--- config.mk ---
export PLATFORM = sky130hd
export DESIGN_NAME = pwm_subsystem_top
export DESIGN_NICKNAME = d
export VERILOG_FILES = /design/src/pwm_pkg.sv /design/src/apb_register_if.sv /design/src/pwm_channel.sv /design/src/pwm_prescaler.sv /design/src/pwm_subsystem_top.sv
export VERILOG_INCLUDE_DIRS = /design/src /design/src/src
export SDC_FILE = /design/constraint.sdc
export NUM_CORES = 1
export LEC_CHECK = 0
export ABC_AREA = 1
export BUFFER_PORTS_ARGS = -buffer_cell sky130_fd_sc_hd__buf_2
export CORE_MARGIN = 2
export CORE_UTILIZATION = 50
export CTS_CLUSTER_DIAMETER = 40
export DETAILED_ROUTE_END_ITERATION = 10
export GPL_TIMING_DRIVEN = 1
export PLACE_DENSITY = 0.73
export SLEW_MARGIN = 20
export SYNTH_ARGS = -nofsm -noshare
export SYNTH_HDL_FRONTEND = slang
export SYNTH_SLANG_ARGS = --single-unit
--- constraint.sdc ---
create_clock -name clk -period 2.3 [get_ports clk]
set_input_delay 0.23 -clock clk [delete_from_list [all_inputs] [get_ports clk]]
set_output_delay 0.23 -clock clk [all_outputs]
set_load 0.05 [all_outputs]
--- src/pwm_config.svh ---
`ifndef PWM_CONFIG_SVH
`define PWM_CONFIG_SVH

// APB data and address widths.
`define DATA_APB 32
`define ADDR_APB 8

// number of registers in the APB register file.
`define REG_NUM 8

// width of a channel counter and of its period and duty.
`define PWM_CNT_W 16

// width of the prescaler divisor field in the control register.
`define PRESC_W 8

`endif

--- src/pwm_pkg.sv ---
`default_nettype none

`include "pwm_config.svh"

package pwm_pkg;

    typedef logic [`DATA_APB-1:0]  apb_word_t;
    typedef logic [`ADDR_APB-1:0]  apb_addr_t;
    typedef logic [`PWM_CNT_W-1:0] pwm_count_t;
    typedef logic [`PRESC_W-1:0]   presc_div_t;

    // register map, indexed by the low address bits.
    typedef enum logic [2:0] {
        REG_CTRL       = 3'd0,  // enables in bits 1:0, divisor in bits 15:8.
        REG_CH0_PERIOD = 3'd1,
        REG_CH0_DUTY   = 3'd2,
        REG_CH1_PERIOD = 3'd3,
        REG_CH1_DUTY   = 3'd4,
        REG_SCRATCH0   = 3'd5,
        REG_SCRATCH1   = 3'd6,
        REG_SCRATCH2   = 3'd7
    } reg_index_e;

endpackage

`default_nettype wire

--- src/apb_register_if.sv ---
`timescale 1ns/1ps
`default_nettype none

`include "pwm_config.svh"

module apb_register_if
    import pwm_pkg::*;
#(
    parameter int REG_NUM = `REG_NUM
) (
    input  wire logic      clk,
    input  wire logic      resetn,

    input  wire logic      apb_psel,
    input  wire logic      apb_enab,
    input  wire logic      apb_rw,     // 1 for write, 0 for read.
    input  wire apb_addr_t apb_addr,
    input  wire apb_word_t apb_datai,
    output apb_word_t      apb_datao,
    output logic           apb_ack,

    output apb_word_t      R0,
    output apb_word_t      R1,
    output apb_word_t      R2,
    output apb_word_t      R3,
    output apb_word_t      R4,
    output apb_word_t      R5,
    output apb_word_t      R6,
    output apb_word_t      R7
);

    localparam int REG_ADDR_W = $clog2(REG_NUM);
    localparam int MAX_REGS   = 8;

    typedef enum logic {
        IDLE,
        ACCESS
    } apb_state_e;

    apb_state_e             state;
    apb_word_t              regs [MAX_REGS];
    logic [REG_ADDR_W-1:0]  reg_idx;
    logic                   setup_phase;
    logic                   write_commit;

    if (REG_NUM < 2 || REG_NUM > MAX_REGS) begin : g_bad_reg_num
        $error("apb_register_if supports between 2 and 8 registers");
    end

    // addresses wrap onto the register file.
    assign reg_idx      = apb_addr[REG_ADDR_W-1:0];
    assign setup_phase  = (state == IDLE) && apb_psel && !apb_enab;
    assign write_commit = (state == ACCESS) && apb_psel && apb_enab && apb_rw;

    always_ff @(posedge clk) begin
        if (!resetn) begin
            state <= IDLE;
        end else begin
            case (state)
                IDLE:    state <= setup_phase ? ACCESS : IDLE;
                ACCESS:  state <= IDLE;   // no wait states.
                default: state <= IDLE;
            endcase
        end
    end

    // ack is high for exactly the access cycle.
    assign apb_ack = (state == ACCESS);

    always_ff @(posedge clk) begin
        if (setup_phase && !apb_rw) begin
            apb_datao <= regs[reg_idx];
        end
    end

    always_ff @(posedge clk) begin
        if (!resetn) begin
            for (int i = 0; i < MAX_REGS; i++) begin
                regs[i] <= '0;
            end
        end else if (write_commit) begin
            regs[reg_idx] <= apb_datai;
        end
    end

    assign R0 = regs[0];
    assign R1 = regs[1];
    assign R2 = regs[2];
    assign R3 = regs[3];
    assign R4 = regs[4];
    assign R5 = regs[5];
    assign R6 = regs[6];
    assign R7 = regs[7];

    a_enab_needs_psel: assert property (@(posedge clk) disable iff (!resetn)
        apb_enab |-> apb_psel)
        else $error("apb_enab high without apb_psel");

    a_ack_single: assert property (@(posedge clk) disable iff (!resetn)
        apb_ack |=> !apb_ack)
        else $error("apb_ack high for two cycles in a row");

    // the master must hold enab through the whole access cycle.
    a_ack_in_access: assert property (@(posedge clk) disable iff (!resetn)
        apb_ack |-> apb_enab)
        else $error("apb_ack high outside the access cycle");

endmodule

`default_nettype wire

--- src/pwm_channel.sv ---
`timescale 1ns/1ps
`default_nettype none

module pwm_channel
    import pwm_pkg::*;
(
    input  wire logic       clk,
    input  wire logic       resetn,
    input  wire logic       enable,
    input  wire logic       tick,
    input  wire pwm_count_t period,
    input  wire pwm_count_t duty,
    output logic            pwm_out
);

    pwm_count_t cnt;
    pwm_count_t period_sh;
    pwm_count_t duty_sh;
    logic       wrap;

    assign wrap = tick && (cnt == period_sh);

    always_ff @(posedge clk) begin
        if (!resetn) begin
            cnt       <= '0;
            period_sh <= '0;
            duty_sh   <= '0;
        end else if (!enable) begin
            cnt       <= '0;
            period_sh <= period;  // track the registers while stopped.
            duty_sh   <= duty;
        end else if (wrap) begin
            cnt       <= '0;
            period_sh <= period;
            duty_sh   <= duty;
        end else if (tick) begin
            cnt <= cnt + 1'b1;
        end
    end

    // the compare uses the current shadow pair, so an update never splits a period.
    always_ff @(posedge clk) begin
        if (!resetn) begin
            pwm_out <= 1'b0;
        end else begin
            pwm_out <= enable && (cnt < duty_sh);
        end
    end

    a_off_when_disabled: assert property (@(posedge clk) disable iff (!resetn)
        !enable |=> !pwm_out)
        else $error("pwm_out high after channel disable");

    // a shorter period written mid-cycle must not strand the counter above it.
    a_cnt_in_range: assert property (@(posedge clk) disable iff (!resetn)
        cnt <= period_sh)
        else $error("channel count above shadow period");

endmodule

`default_nettype wire

--- src/pwm_prescaler.sv ---
`timescale 1ns/1ps
`default_nettype none

module pwm_prescaler
    import pwm_pkg::*;
(
    input  wire logic       clk,
    input  wire logic       resetn,
    input  wire logic       run,
    input  wire presc_div_t divisor,
    output logic            tick
);

    presc_div_t cnt;

    // tick fires once every divisor+1 clocks while running.
    always_ff @(posedge clk) begin
        if (!resetn) begin
            cnt  <= '0;
            tick <= 1'b0;
        end else if (!run) begin
            cnt  <= divisor;  // restart a full interval when run comes back.
            tick <= 1'b0;
        end else if (cnt == '0) begin
            cnt  <= divisor;
            tick <= 1'b1;
        end else begin
            cnt  <= cnt - 1'b1;
            tick <= 1'b0;
        end
    end

    a_no_tick_when_idle: assert property (@(posedge clk) disable iff (!resetn)
        !run |=> !tick)
        else $error("prescaler tick while stopped");

endmodule

`default_nettype wire

--- src/pwm_subsystem_top.sv ---
`timescale 1ns/1ps
`default_nettype none

`include "pwm_config.svh"

module pwm_subsystem_top
    import pwm_pkg::*;
(
    input  wire logic      clk,
    input  wire logic      resetn,

    input  wire logic      apb_psel,
    input  wire logic      apb_enab,
    input  wire logic      apb_rw,
    input  wire apb_addr_t apb_addr,
    input  wire apb_word_t apb_datai,
    output apb_word_t      apb_datao,
    output logic           apb_ack,

    output logic [1:0]     pwm_out
);

    // only the registers below the scratch area drive the PWM.
    localparam int CFG_REGS     = int'(REG_SCRATCH0);
    localparam int CTRL_DIV_LSB = 8;

    apb_word_t  cfg_reg [CFG_REGS];
    logic [1:0] ch_enable;
    presc_div_t presc_div;
    logic       presc_run;
    logic       tick;

    assign ch_enable = cfg_reg[REG_CTRL][1:0];
    assign presc_div = cfg_reg[REG_CTRL][CTRL_DIV_LSB +: `PRESC_W];
    assign presc_run = |ch_enable;  // one shared tick for both channels.

    apb_register_if #(
        .REG_NUM (`REG_NUM)
    ) apb_register_if_i (
        .clk       (clk),
        .resetn    (resetn),
        .apb_psel  (apb_psel),
        .apb_enab  (apb_enab),
        .apb_rw    (apb_rw),
        .apb_addr  (apb_addr),
        .apb_datai (apb_datai),
        .apb_datao (apb_datao),
        .apb_ack   (apb_ack),
        .R0        (cfg_reg[REG_CTRL]),
        .R1        (cfg_reg[REG_CH0_PERIOD]),
        .R2        (cfg_reg[REG_CH0_DUTY]),
        .R3        (cfg_reg[REG_CH1_PERIOD]),
        .R4        (cfg_reg[REG_CH1_DUTY]),
        .R5        (),
        .R6        (),
        .R7        ()
    );

    pwm_prescaler pwm_prescaler_i (
        .clk     (clk),
        .resetn  (resetn),
        .run     (presc_run),
        .divisor (presc_div),
        .tick    (tick)
    );

    pwm_channel ch0_i (
        .clk     (clk),
        .resetn  (resetn),
        .enable  (ch_enable[0]),
        .tick    (tick),
        .period  (cfg_reg[REG_CH0_PERIOD][`PWM_CNT_W-1:0]),
        .duty    (cfg_reg[REG_CH0_DUTY][`PWM_CNT_W-1:0]),
        .pwm_out (pwm_out[0])
    );

    pwm_channel ch1_i (
        .clk     (clk),
        .resetn  (resetn),
        .enable  (ch_enable[1]),
        .tick    (tick),
        .period  (cfg_reg[REG_CH1_PERIOD][`PWM_CNT_W-1:0]),
        .duty    (cfg_reg[REG_CH1_DUTY][`PWM_CNT_W-1:0]),
        .pwm_out (pwm_out[1])
    );

endmodule

`default_nettype wire
Yosys cells after proc, flatten, opt, wreduce, memory -nomap -nowiden
Memories as Yosys holds them, arrays and structs flattened. A register that Yosys moved wholly into a read port is not among the register bits.
Cells that the tools add are included.
{"block": "classes", "addsub": 3, "n_lt_le_gt_ge": 2, "n_eq_ne": 4, "n_mux": 20, "n_bitwise": 4, "reduce_logical": 18}
{"cell": "16-bit two-way mux", "n": 8}
{"cell": "16-bit by 1-bit adder with 16-bit output, second input constant", "n": 2}
{"cell": "16-bit equality test", "n": 2}
{"cell": "16-bit < comparator", "n": 2}
{"cell": "32-bit two-way mux", "n": 1}
{"cell": "32-bit OR reduction", "n": 1}
{"cell": "8-bit two-way mux", "n": 2}
{"cell": "1-bit logical AND", "n": 10}
{"cell": "8-bit logical NOT", "n": 1}
{"cell": "8-bit by 1-bit subtractor with 8-bit output, second input constant", "n": 1}
{"cell": "1-bit two-way mux", "n": 7}
{"cell": "3-bit OR reduction", "n": 2}
{"cell": "2-bit by 1-bit != test with 1-bit output, second input constant", "n": 2}
{"cell": "1-bit inverter", "n": 4}
{"cell": "3-bit two-way mux", "n": 1}
{"cell": "1-bit logical NOT", "n": 2}
{"cell": "1-bit one-hot mux with 2 select lines", "n": 1}
{"cell": "2-bit AND reduction", "n": 1}
{"cell": "2-bit OR reduction", "n": 1}
{"block": "totals", "regBits": 108, "mem_bits_rw": 256, "input_bits": 45, "out_inout_bits": 35, "elab_cells": 63, "memories": 1}
{"name": "apb_register_if_i.regs", "depth": 8, "width": 32, "read_ports": 6, "rd_ports_with_merged_regs": 1, "write_ports": 8, "line_no": "apb_register_if.sv:41", "rtl": "apb_word_t regs [MAX_REGS];"}

Longest topological paths before layout
Gate-level depths: netlist (run 1).
{"block": "logic_depth", "ltp_word": 8, "depth_mapped": 12, "ltp_nobuf": 11}

Modules after synthesis
From an unflattened synthesis (run 1), not the netlist that was laid out.
{"block": "hier_totals", "cells_unflattened": 2282, "area_unflattened_um2": 18895.6}
{"mod": "apb_register_if", "instances": 1, "cells_per_inst": 1359, "area_per_inst_um2": 12778.5, "seq_area_each_um2": 8668.3}
{"mod": "pwm_channel", "instances": 2, "cells_per_inst": 414, "area_per_inst_um2": 2771.4, "seq_area_each_um2": 980.9}
{"mod": "pwm_prescaler", "instances": 1, "cells_per_inst": 92, "area_per_inst_um2": 563.0, "seq_area_each_um2": 180.2}
{"mod": "pwm_subsystem_top", "instances": 1, "cells_per_inst": 3, "area_per_inst_um2": 11.3, "seq_area_each_um2": 0.0}

Worst setup path before layout (run 1)
OpenSTA, ideal clock, no wires.
{"block": "synth_path", "path_kind": "reg-to-reg", "startpoint": "reg apb_register_if_i.state (netlist: apb_register_if_i.apb_ack)", "endpoint": "mem apb_register_if_i.regs[0][0] (netlist name) (enable)", "setup_time_ps": 389, "arrival_time_ps": 2126, "required_ps": 1911, "setup_slack_ps": -215, "stages_incl_launch_ff": 6, "path_buffers": 1, "synth_period_minus_slack_ps": 2515, "path_cell_list": "dfxtp_1 nand3_1 nor3_4 nand2_1 buf_2 nand2_1"}
{"item": "from (decl)", "line_no": "apb_register_if.sv:40", "rtl": "apb_state_e state;"}
{"item": "from (signal assigned)", "line_no": "apb_register_if.sv:60", "rtl": "IDLE: state <= setup_phase ? ACCESS : IDLE;"}
{"item": "to (decl)", "line_no": "apb_register_if.sv:41"}

Final worst setup path (run 1)
{"block": "layout_path", "startpoint": "reg ch1_i.cnt[2]", "endpoint": "reg ch1_i.cnt[13]"}
{"block": "layout_via", "elab_chain_cells": 3, "elab_cells_between_ends": 4, "cone_classes": "1 x add/sub; 1 x eq/ne; 2 x reduce/logical"}
{"item": "from (decl)", "line_no": "pwm_channel.sv:16", "rtl": "pwm_count_t cnt;"}
{"item": "from (signal assigned)", "line_no": "pwm_channel.sv:37", "rtl": "cnt <= cnt + 1'b1;"}
{"item": "parallel branches: the longest is 3 deep, another holds 16-bit by 1-bit adder with 16-bit output"}
Several ways; the timed one is not identified.
A chain may end at the register's enable or synchronous reset.

==> results of run 1 <==
## cells in the final DEF (no fill, tap or decap), drive strengths merged
| master | Yosys | routed |
|---|---|---|
| a211oi | 2 | 2 |
| and3 | 8 | 8 |
| edfxtp | 288 | 288 |
| nor2 | 402 | 402 |
| clkinvlp | 0 | 3 |
| o211ai | 1 | 1 |
| a21oi | 108 | 108 |
| or2 | 2 | 2 |
| bufinv | 0 | 10 |
| a221oi | 13 | 13 |
| clkinv | 0 | 15 |
| nand3 | 92 | 92 |
| nand2 | 345 | 345 |
| dfxtp | 108 | 108 |
| nand3b | 4 | 4 |
| ha | 34 | 34 |
| diode | 0 | 3 |
| buf | 71 | 130 |
| nand4 | 28 | 28 |
| xnor2 | 6 | 6 |
| nor3b | 1 | 1 |
| clkbuf | 20 | 56 |
| inv | 159 | 166 |
| xor2 | 24 | 24 |
| o21ai | 27 | 27 |
| o21a | 2 | 2 |
| a22oi | 40 | 40 |
| nor3 | 16 | 16 |
| a22o | 14 | 14 |
## worst reg2reg max path, stage by stage (launching register included)
cell     delay [ps]
dfxtp_1         430
inv_1           150
nand2_1          80
nand2_1          50
nor2_1           80
nand3_1          90
nor2_1          130
nand2_2          60
buf_4           280
nand3_1         120
buf_4           230
nor2_1           70
## state kept, by name (all words and copies together) (netlist names), 8 cells and up
register                     flops
apb_register_if_i.apb_datao     32
apb_register_if_i.regs         256
ch0_i.cnt                       16
ch0_i.duty_sh                   16
ch0_i.period_sh                 16
ch1_i.cnt                       16
ch1_i.duty_sh                   16
ch1_i.period_sh                 16
pwm_prescaler_i.cnt              8
## final cells by class
cell class / instances / area (sq um)
Antenna cell: 3 / 7.507
Clock buffer: 56 / 1262
Clock inverter: 35 / 466.7
Fill cell: 2941 / 14270
Inverter: 159 / 596.8
Multi-Input combinational cell: 1169 / 5652
Sequential cell: 396 / 10810
Tap cell: 455 / 569.3
Timing Repair Buffer: 130 / 903.4
## through the flow
stage	power (mW)	area, sq um
after CTS	17.22	20260
final	17.17	20270
after floorplan	8.762	17560
after detailed placement	9.152	18530
after global routing	17.63	20270
after global placement	9.127	18530
## path summary, 6_finish.rpt
path | cells past startpoint | slack (ps) | endpoint | startpoint
setup reg to reg | 11 | 410 | ch1_i.cnt[13] | ch1_i.cnt[2]
hold / removal | 3 | 50 | apb_register_if_i.apb_ack | apb_psel
hold reg to reg | 1 | 440 | pwm_prescaler_i.cnt[0] | pwm_prescaler_i.cnt[0]
setup / recovery | 11 | 410 | ch1_i.cnt[13] | ch1_i.cnt[2]
## power breakdown
part	switching [mW]	total [mW]	internal (mW)	leakage [nW]
clock network	3.05	8.16	5.10	0.837
registers	0.119	8.01	7.89	3.85
logic	0.712	1.01	0.300	3.68
total	3.88	17.2	13.3	8.38
## logic make-up after synthesis
group | after synthesis | synth area share
adder cells (fa/ha/maj) | 34 | 0.02423
buffers and inverters | 250 | 0.06392
AND/OR/NAND/NOR | 898 | 0.2096
XOR/XNOR | 30 | 0.01496
flip-flops | 396 | 0.6156
AO/OA/AOI/OAI | 207 | 0.07161
## per-layer routing
metal	part of all wire	global-route usage	vias up
met5	0.00028	0	-
met4	0.029	0.08787	2
met3	0.088	0.04700	99
met2	0.49	0.4311	600
met1	0.40	0.3267	6238
li1	-	-	6249
==> impl_metrics.csv, run 1 <==
group,metric,value,unit
timing,post-route-period-util,0.8198,
timing,fin_setup_tns,0,ps
cts,cts.clk_slew.worst_paths,50,ps
logic_synthesis,synth.largest_area_cell,"edfxtp_1",
logic_synthesis,yosysMostFrequentCell,"nor2_1",
logic_synthesis,synth_edf_count,288,
grt,grt_overflow,0,
cells_and_area,fin_cells,2403,
logic_synthesis,synth_top_area_frac,0.4925,
floorplan,initial_core_util,0.5083,
grt,grt_max_degree,82,
timing,hold_ws,45.37,ps
logic_synthesis,ys.flop_type,"edfxtp_1",
critical_path,crit_family,"simple AND/OR/NAND/NOR gates",
cts,cts_root_buf,"clkbuf_16",
routing,ant_nets,0,
timing,min_period,1886,ps
floorplan,rows,68,
logic_synthesis,syn_area,17560,sq um
cts,clk_latency,560,ps
logic_synthesis,synth-seq-area-share,0.6156,
routing,drc,0,
grt,grt_pass1_vias,12926,
grt,track_usage,0.2540,
outcome,run_status,"complete, no violations",
grt,antenna_found_initial,4,
cts,cts_tree,"yes",
timing,timing.fmax,0.5303,GHz
floorplan,dieArea,36630,sq um
grt,grt_pass1_wl,70930,microns
critical_path,cp_slowest_cell,"dfxtp_1",
logic_synthesis,syn_inst,1815,
cts,numCtsBuffers,49,
cts,cts.sink_count,396,
hold_path,hold_class,"input port to flop",
cts,ctsResizeCount,0,
cts,postCtsSetupBuffers,0,
timing,rsz0062_at_grt,"false",
timing,tightestPinTransition,803.7,ps
critical_path,end_kind,"flop",
floorplan,coreArea,34540,sq um
cells_and_area,nNetsFinal,1984,
logic_synthesis,synth.area.top_cells,"edfxtp_1 (49%), dfxtp_1 (12%), nor2_1 (8.6%)",
logic_synthesis,yosysUniqueCellTypes,34,
critical_path,worstPathRequired,2730,ps
routing,first_pass_iters,5,
cts,cts_max_level,2,
logic_synthesis,syn_area_per_cell,9.675,sq um
timing,finalSetupViolations,0,
critical_path,cp-start-kind,"flop",
logic_synthesis,synth_fp_nets,1894,
critical_path,crit_path_max_fanout,47,
cells_and_area,post-route-util,0.5868,
logic_synthesis,yosys_warnings,0,
timing,layout_setup_ws,414.3,ps
timing,relSlewSlack,0.4634,
logic_synthesis,async_reset_ff_frac,0,
critical_path,crit_path_frequent_cell,"nor2_1",
routing,viasPerCell,5.488,
routing,vias,13188,
timing,hold_viol,0,
placed_design,gp_congestion,0.8816,
cells_and_area,drive_above_1_share,0.1188,
flow_run,maxCapViolCount,0,
critical_path,worstPathBufferInverterCount,3,
placed_design,port_buffers,74,
power_and_ir_drop,vdd_drop_max,0.0008243,V
power_and_ir_drop,p_per_area,847.4,nW/um^2
timing,drv_slew,0,
logic_synthesis,netlist_top_cells_count,"nor2_1 (401), nand2_1 (345), edfxtp_1 (288)",
floorplan,die_w,191.4,microns
critical_path,worstSetupPathType,"flop to flop",
critical_path,path_cells,"inv_1 -> nand2_1 -> nand2_1 -> nor2_1 -> nand3_1 -> nor2_1 -> nand2_2 -> buf_4 -> nand3_1 -> buf_4 -> nor2_1",
logic_synthesis,ys_ff_latch,396,
placed_design,preCtsSetupSlack,238.7,ps
placed_design,dp.cells,2309,
critical_path,max_stage_delay,430,ps
cts,cts_hold_buffers,0,
floorplan,die_h,191.4,microns
cts,clk_path_buf_depth,3,
cells_and_area,syn2layout_area_growth,15.43,%
placed_design,dp_hpwl,28940,microns
power_and_ir_drop,p_leak,8.375,nW
routing,routedWlPerCell,19.08,microns
floorplan,ios,80,
routing,drt_iter0_markers,1144,
routing,wl,45850,microns
timing,finClkSkew,21.07,ps
critical_path,arrival,2310,ps
No activity file was read; power rests on OpenSTA's default activity.
==> run 2: changes to the inputs <==
--- a/config.mk
+++ b/config.mk
@@ -13,7 +13,7 @@
 export CTS_CLUSTER_DIAMETER = 40
 export DETAILED_ROUTE_END_ITERATION = 10
 export GPL_TIMING_DRIVEN = 1
-export PLACE_DENSITY = 0.73
+export PLACE_DENSITY = 0.7
 export SLEW_MARGIN = 20
 export SYNTH_ARGS = -nofsm -noshare
 export SYNTH_HDL_FRONTEND = slang
==> constraint.sdc (replaced) <==
create_clock -name clk -period 1.85 [get_ports clk]
set_input_delay 0.185 -clock clk [delete_from_list [all_inputs] [get_ports clk]]
set_output_delay 0.185 -clock clk [all_outputs]
set_load 0.05 [all_outputs]
==> impl_metrics.csv, run 2 (synthesis results as in run 1) <==
group,metric,value,unit
grt,grt_max_degree,82,
placed_design,port_buffers,74,
cells_and_area,syn2layout_area_growth,18.63,%
grt,antenna_found_initial,0,
routing,first_pass_iters,6,
cells_and_area,final_common_cell,"nor2_1",
cts,cts.sink_count,396,
outcome,run_status,"complete, no violations",
critical_path,worstPathRequired,2300,ps
routing,ant_nets,0,
timing,hold_viol,0,
timing,finClkSkew,24.63,ps
power_and_ir_drop,p_switching,5.087,mW
grt,grt_pass1_wl,72550,microns
cells_and_area,largest_register_ffs,256,
floorplan,ios,80,
power_and_ir_drop,seq_power_share,0.463,
routing,drc,0,
timing,drv_slew,0,
power_and_ir_drop,power_frac_comb,0.062,
power_and_ir_drop,switching_share,0.2364,
timing,relSlewSlack,0.6722,
floorplan,die_w,191.4,microns
hold_path,whs_path_depth,3,
timing,min_period,1765,ps
cts,clk_path_buf_depth,3,
power_and_ir_drop,internal_power,16.43,mW
timing,fin_setup_tns,0,ps
timing,finalSetupViolations,0,
power_and_ir_drop,vdd_drop_max,0.0007861,V
cts,numCtsBuffers,53,
timing,post-route-period-util,0.9543,
cells_and_area,regMostFlops,"apb_register_if_i.regs",
flow_run,maxCapViolCount,0,
cts,clk_latency,570,ps
cts,cts_tree,"yes",
critical_path,cp-start-kind,"flop",
hold_path,hold_class,"input port to flop",
floorplan,coreArea,34540,sq um
timing,timing.fmax,0.5664,GHz
grt,track_usage,0.2637,
cells_and_area,nNetsFinal,2013,
grt,grt_pass1_vias,12677,
floorplan,die_h,191.4,microns
critical_path,rr_worst_depth,10,
power_and_ir_drop,p_clk_frac,0.475,
cells_and_area,fillers,2908,
critical_path,crit_path_max_fanout,27,
power_and_ir_drop,total_power,21.52,mW
routing,wl,47600,microns
cts,cts_max_level,2,
cts,cts_root_buf,"clkbuf_16",
cells_and_area,fin_cells,2431,
power_and_ir_drop,p_leak,8.640,nW
floorplan,dieArea,36630,sq um
floorplan,initial_core_util,0.5083,
floorplan,rows,68,
cts,cts.clk_slew.worst_paths,60,ps
placed_design,gp_congestion,0.8712,
cts,postCtsSetupBuffers,0,
timing,tightestPinTransition,488.0,ps
grt,grt_overflow,0,
cells_and_area,reg.largest.list,"apb_register_if_i.regs: 256 flops, apb_register_if_i.apb_datao: 32 flops",
routing,routedWlPerCell,19.58,microns
cells_and_area,final_area,20830,sq um
critical_path,end_kind,"flop",
cells_and_area,layout_common_cells,"nor2_1 (400), nand2_1 (335), edfxtp_1 (288)",
routing,vias,13392,
power_and_ir_drop,p_per_area,1033,nW/um^2
placed_design,dp_hpwl,30210,microns
cells_and_area,diodes,0,
cells_and_area,drive_above_1_share,0.1422,
critical_path,worstSetupPathType,"flop to flop",
timing,rsz0062_at_grt,"false",
placed_design,dp.cells,2332,
routing,drt_iter0_markers,1191,
placed_design,placed_area,18990,sq um
routing,viasPerCell,5.509,
critical_path,arrival,2220,ps
==> run 2: area by class of cell <==
| class | count | area, sq um | share of cell area |
|---|---|---|---|
| flip-flops and latches | 396 | 10820 | 0.5192 |
| inverters | 159 | 596.8 | 0.02865 |
| repair buffers | 155 | 1348 | 0.06469 |
| clock inverters | 38 | 391.6 | 0.01880 |
| clock buffers | 59 | 1390 | 0.06673 |
| multi-input cells | 1169 | 5719 | 0.2746 |
| well taps | 455 | 569.3 | 0.02733 |
==> run 2: critical path, stage by stage, from the launching register on <==
cell,delay [ps]
dfxtp_1,400
inv_1,120
nand2_1,80
nand2_1,50
nor2_1,120
nand3_1,120
nor2_1,130
nand2_2,90
buf_12,170
a21oi_1,280
nor2_1,90
==> run 2: final timing paths <==
| check | start | to | slack [ps] |
|---|---|---|---|
| setup / recovery | ch1_i.cnt[1] | ch1_i.period_sh[1] | 80 |
| hold / removal | apb_datai[28] | apb_register_if_i.regs[7][28] | 20 |
| setup reg to reg | ch1_i.cnt[1] | ch1_i.period_sh[1] | 80 |
| hold reg to reg | pwm_prescaler_i.cnt[0] | pwm_prescaler_i.cnt[0] | 440 |
==> run 2: power by group through the flow <==
| stage | clock network (mW) | registers [mW] | logic [mW] |
|---|---|---|---|
| 3_3_place_gp | 0 | 10.1 | 1.31 |
| 6_report | 10.2 | 9.95 | 1.34 |
| 3_5_place_dp | 0 | 10.1 | 1.33 |
| 2_1_floorplan | 0 | 10.2 | 0.739 |
| 4_1_cts | 10.3 | 9.95 | 1.34 |
| 5_1_grt | 10.7 | 9.98 | 1.47 |
==> run 2: what timing repair did <==
action,CTS,global route
resized for setup,0,9
endpoints found under the setup margin,0,51
endpoints found under the hold margin,1,0
hold buffers,1,0
==> run 2: per-stage QoR <==
stage | hold WS (ps) | util | setup slack (ps)
after floorplan | 404.1 | - | 20.63
after global placement | 420.5 | 0.5498 | 99.50
after detailed placement | 420.7 | 0.5498 | 67.37
after CTS | 7.910 | 0.6016 | 83.62
after global routing | 28.22 | 0.6030 | 9.968
final | 17.14 | 0.6030 | 84.57
==> run 2: per-layer routing <==
| metal | wire (microns) | part of all wire | track usage | vias to the layer above |
|---|---|---|---|---|
| li1 | - | - | - | 6318 |
| met3 | 4229 | 0.089 | 0.04700 | 103 |
| met5 | 0 | 0 | 0 | - |
| met2 | 22740 | 0.48 | 0.4318 | 635 |
| met4 | 1582 | 0.033 | 0.1092 | 0 |
| met1 | 19050 | 0.40 | 0.3470 | 6336 |
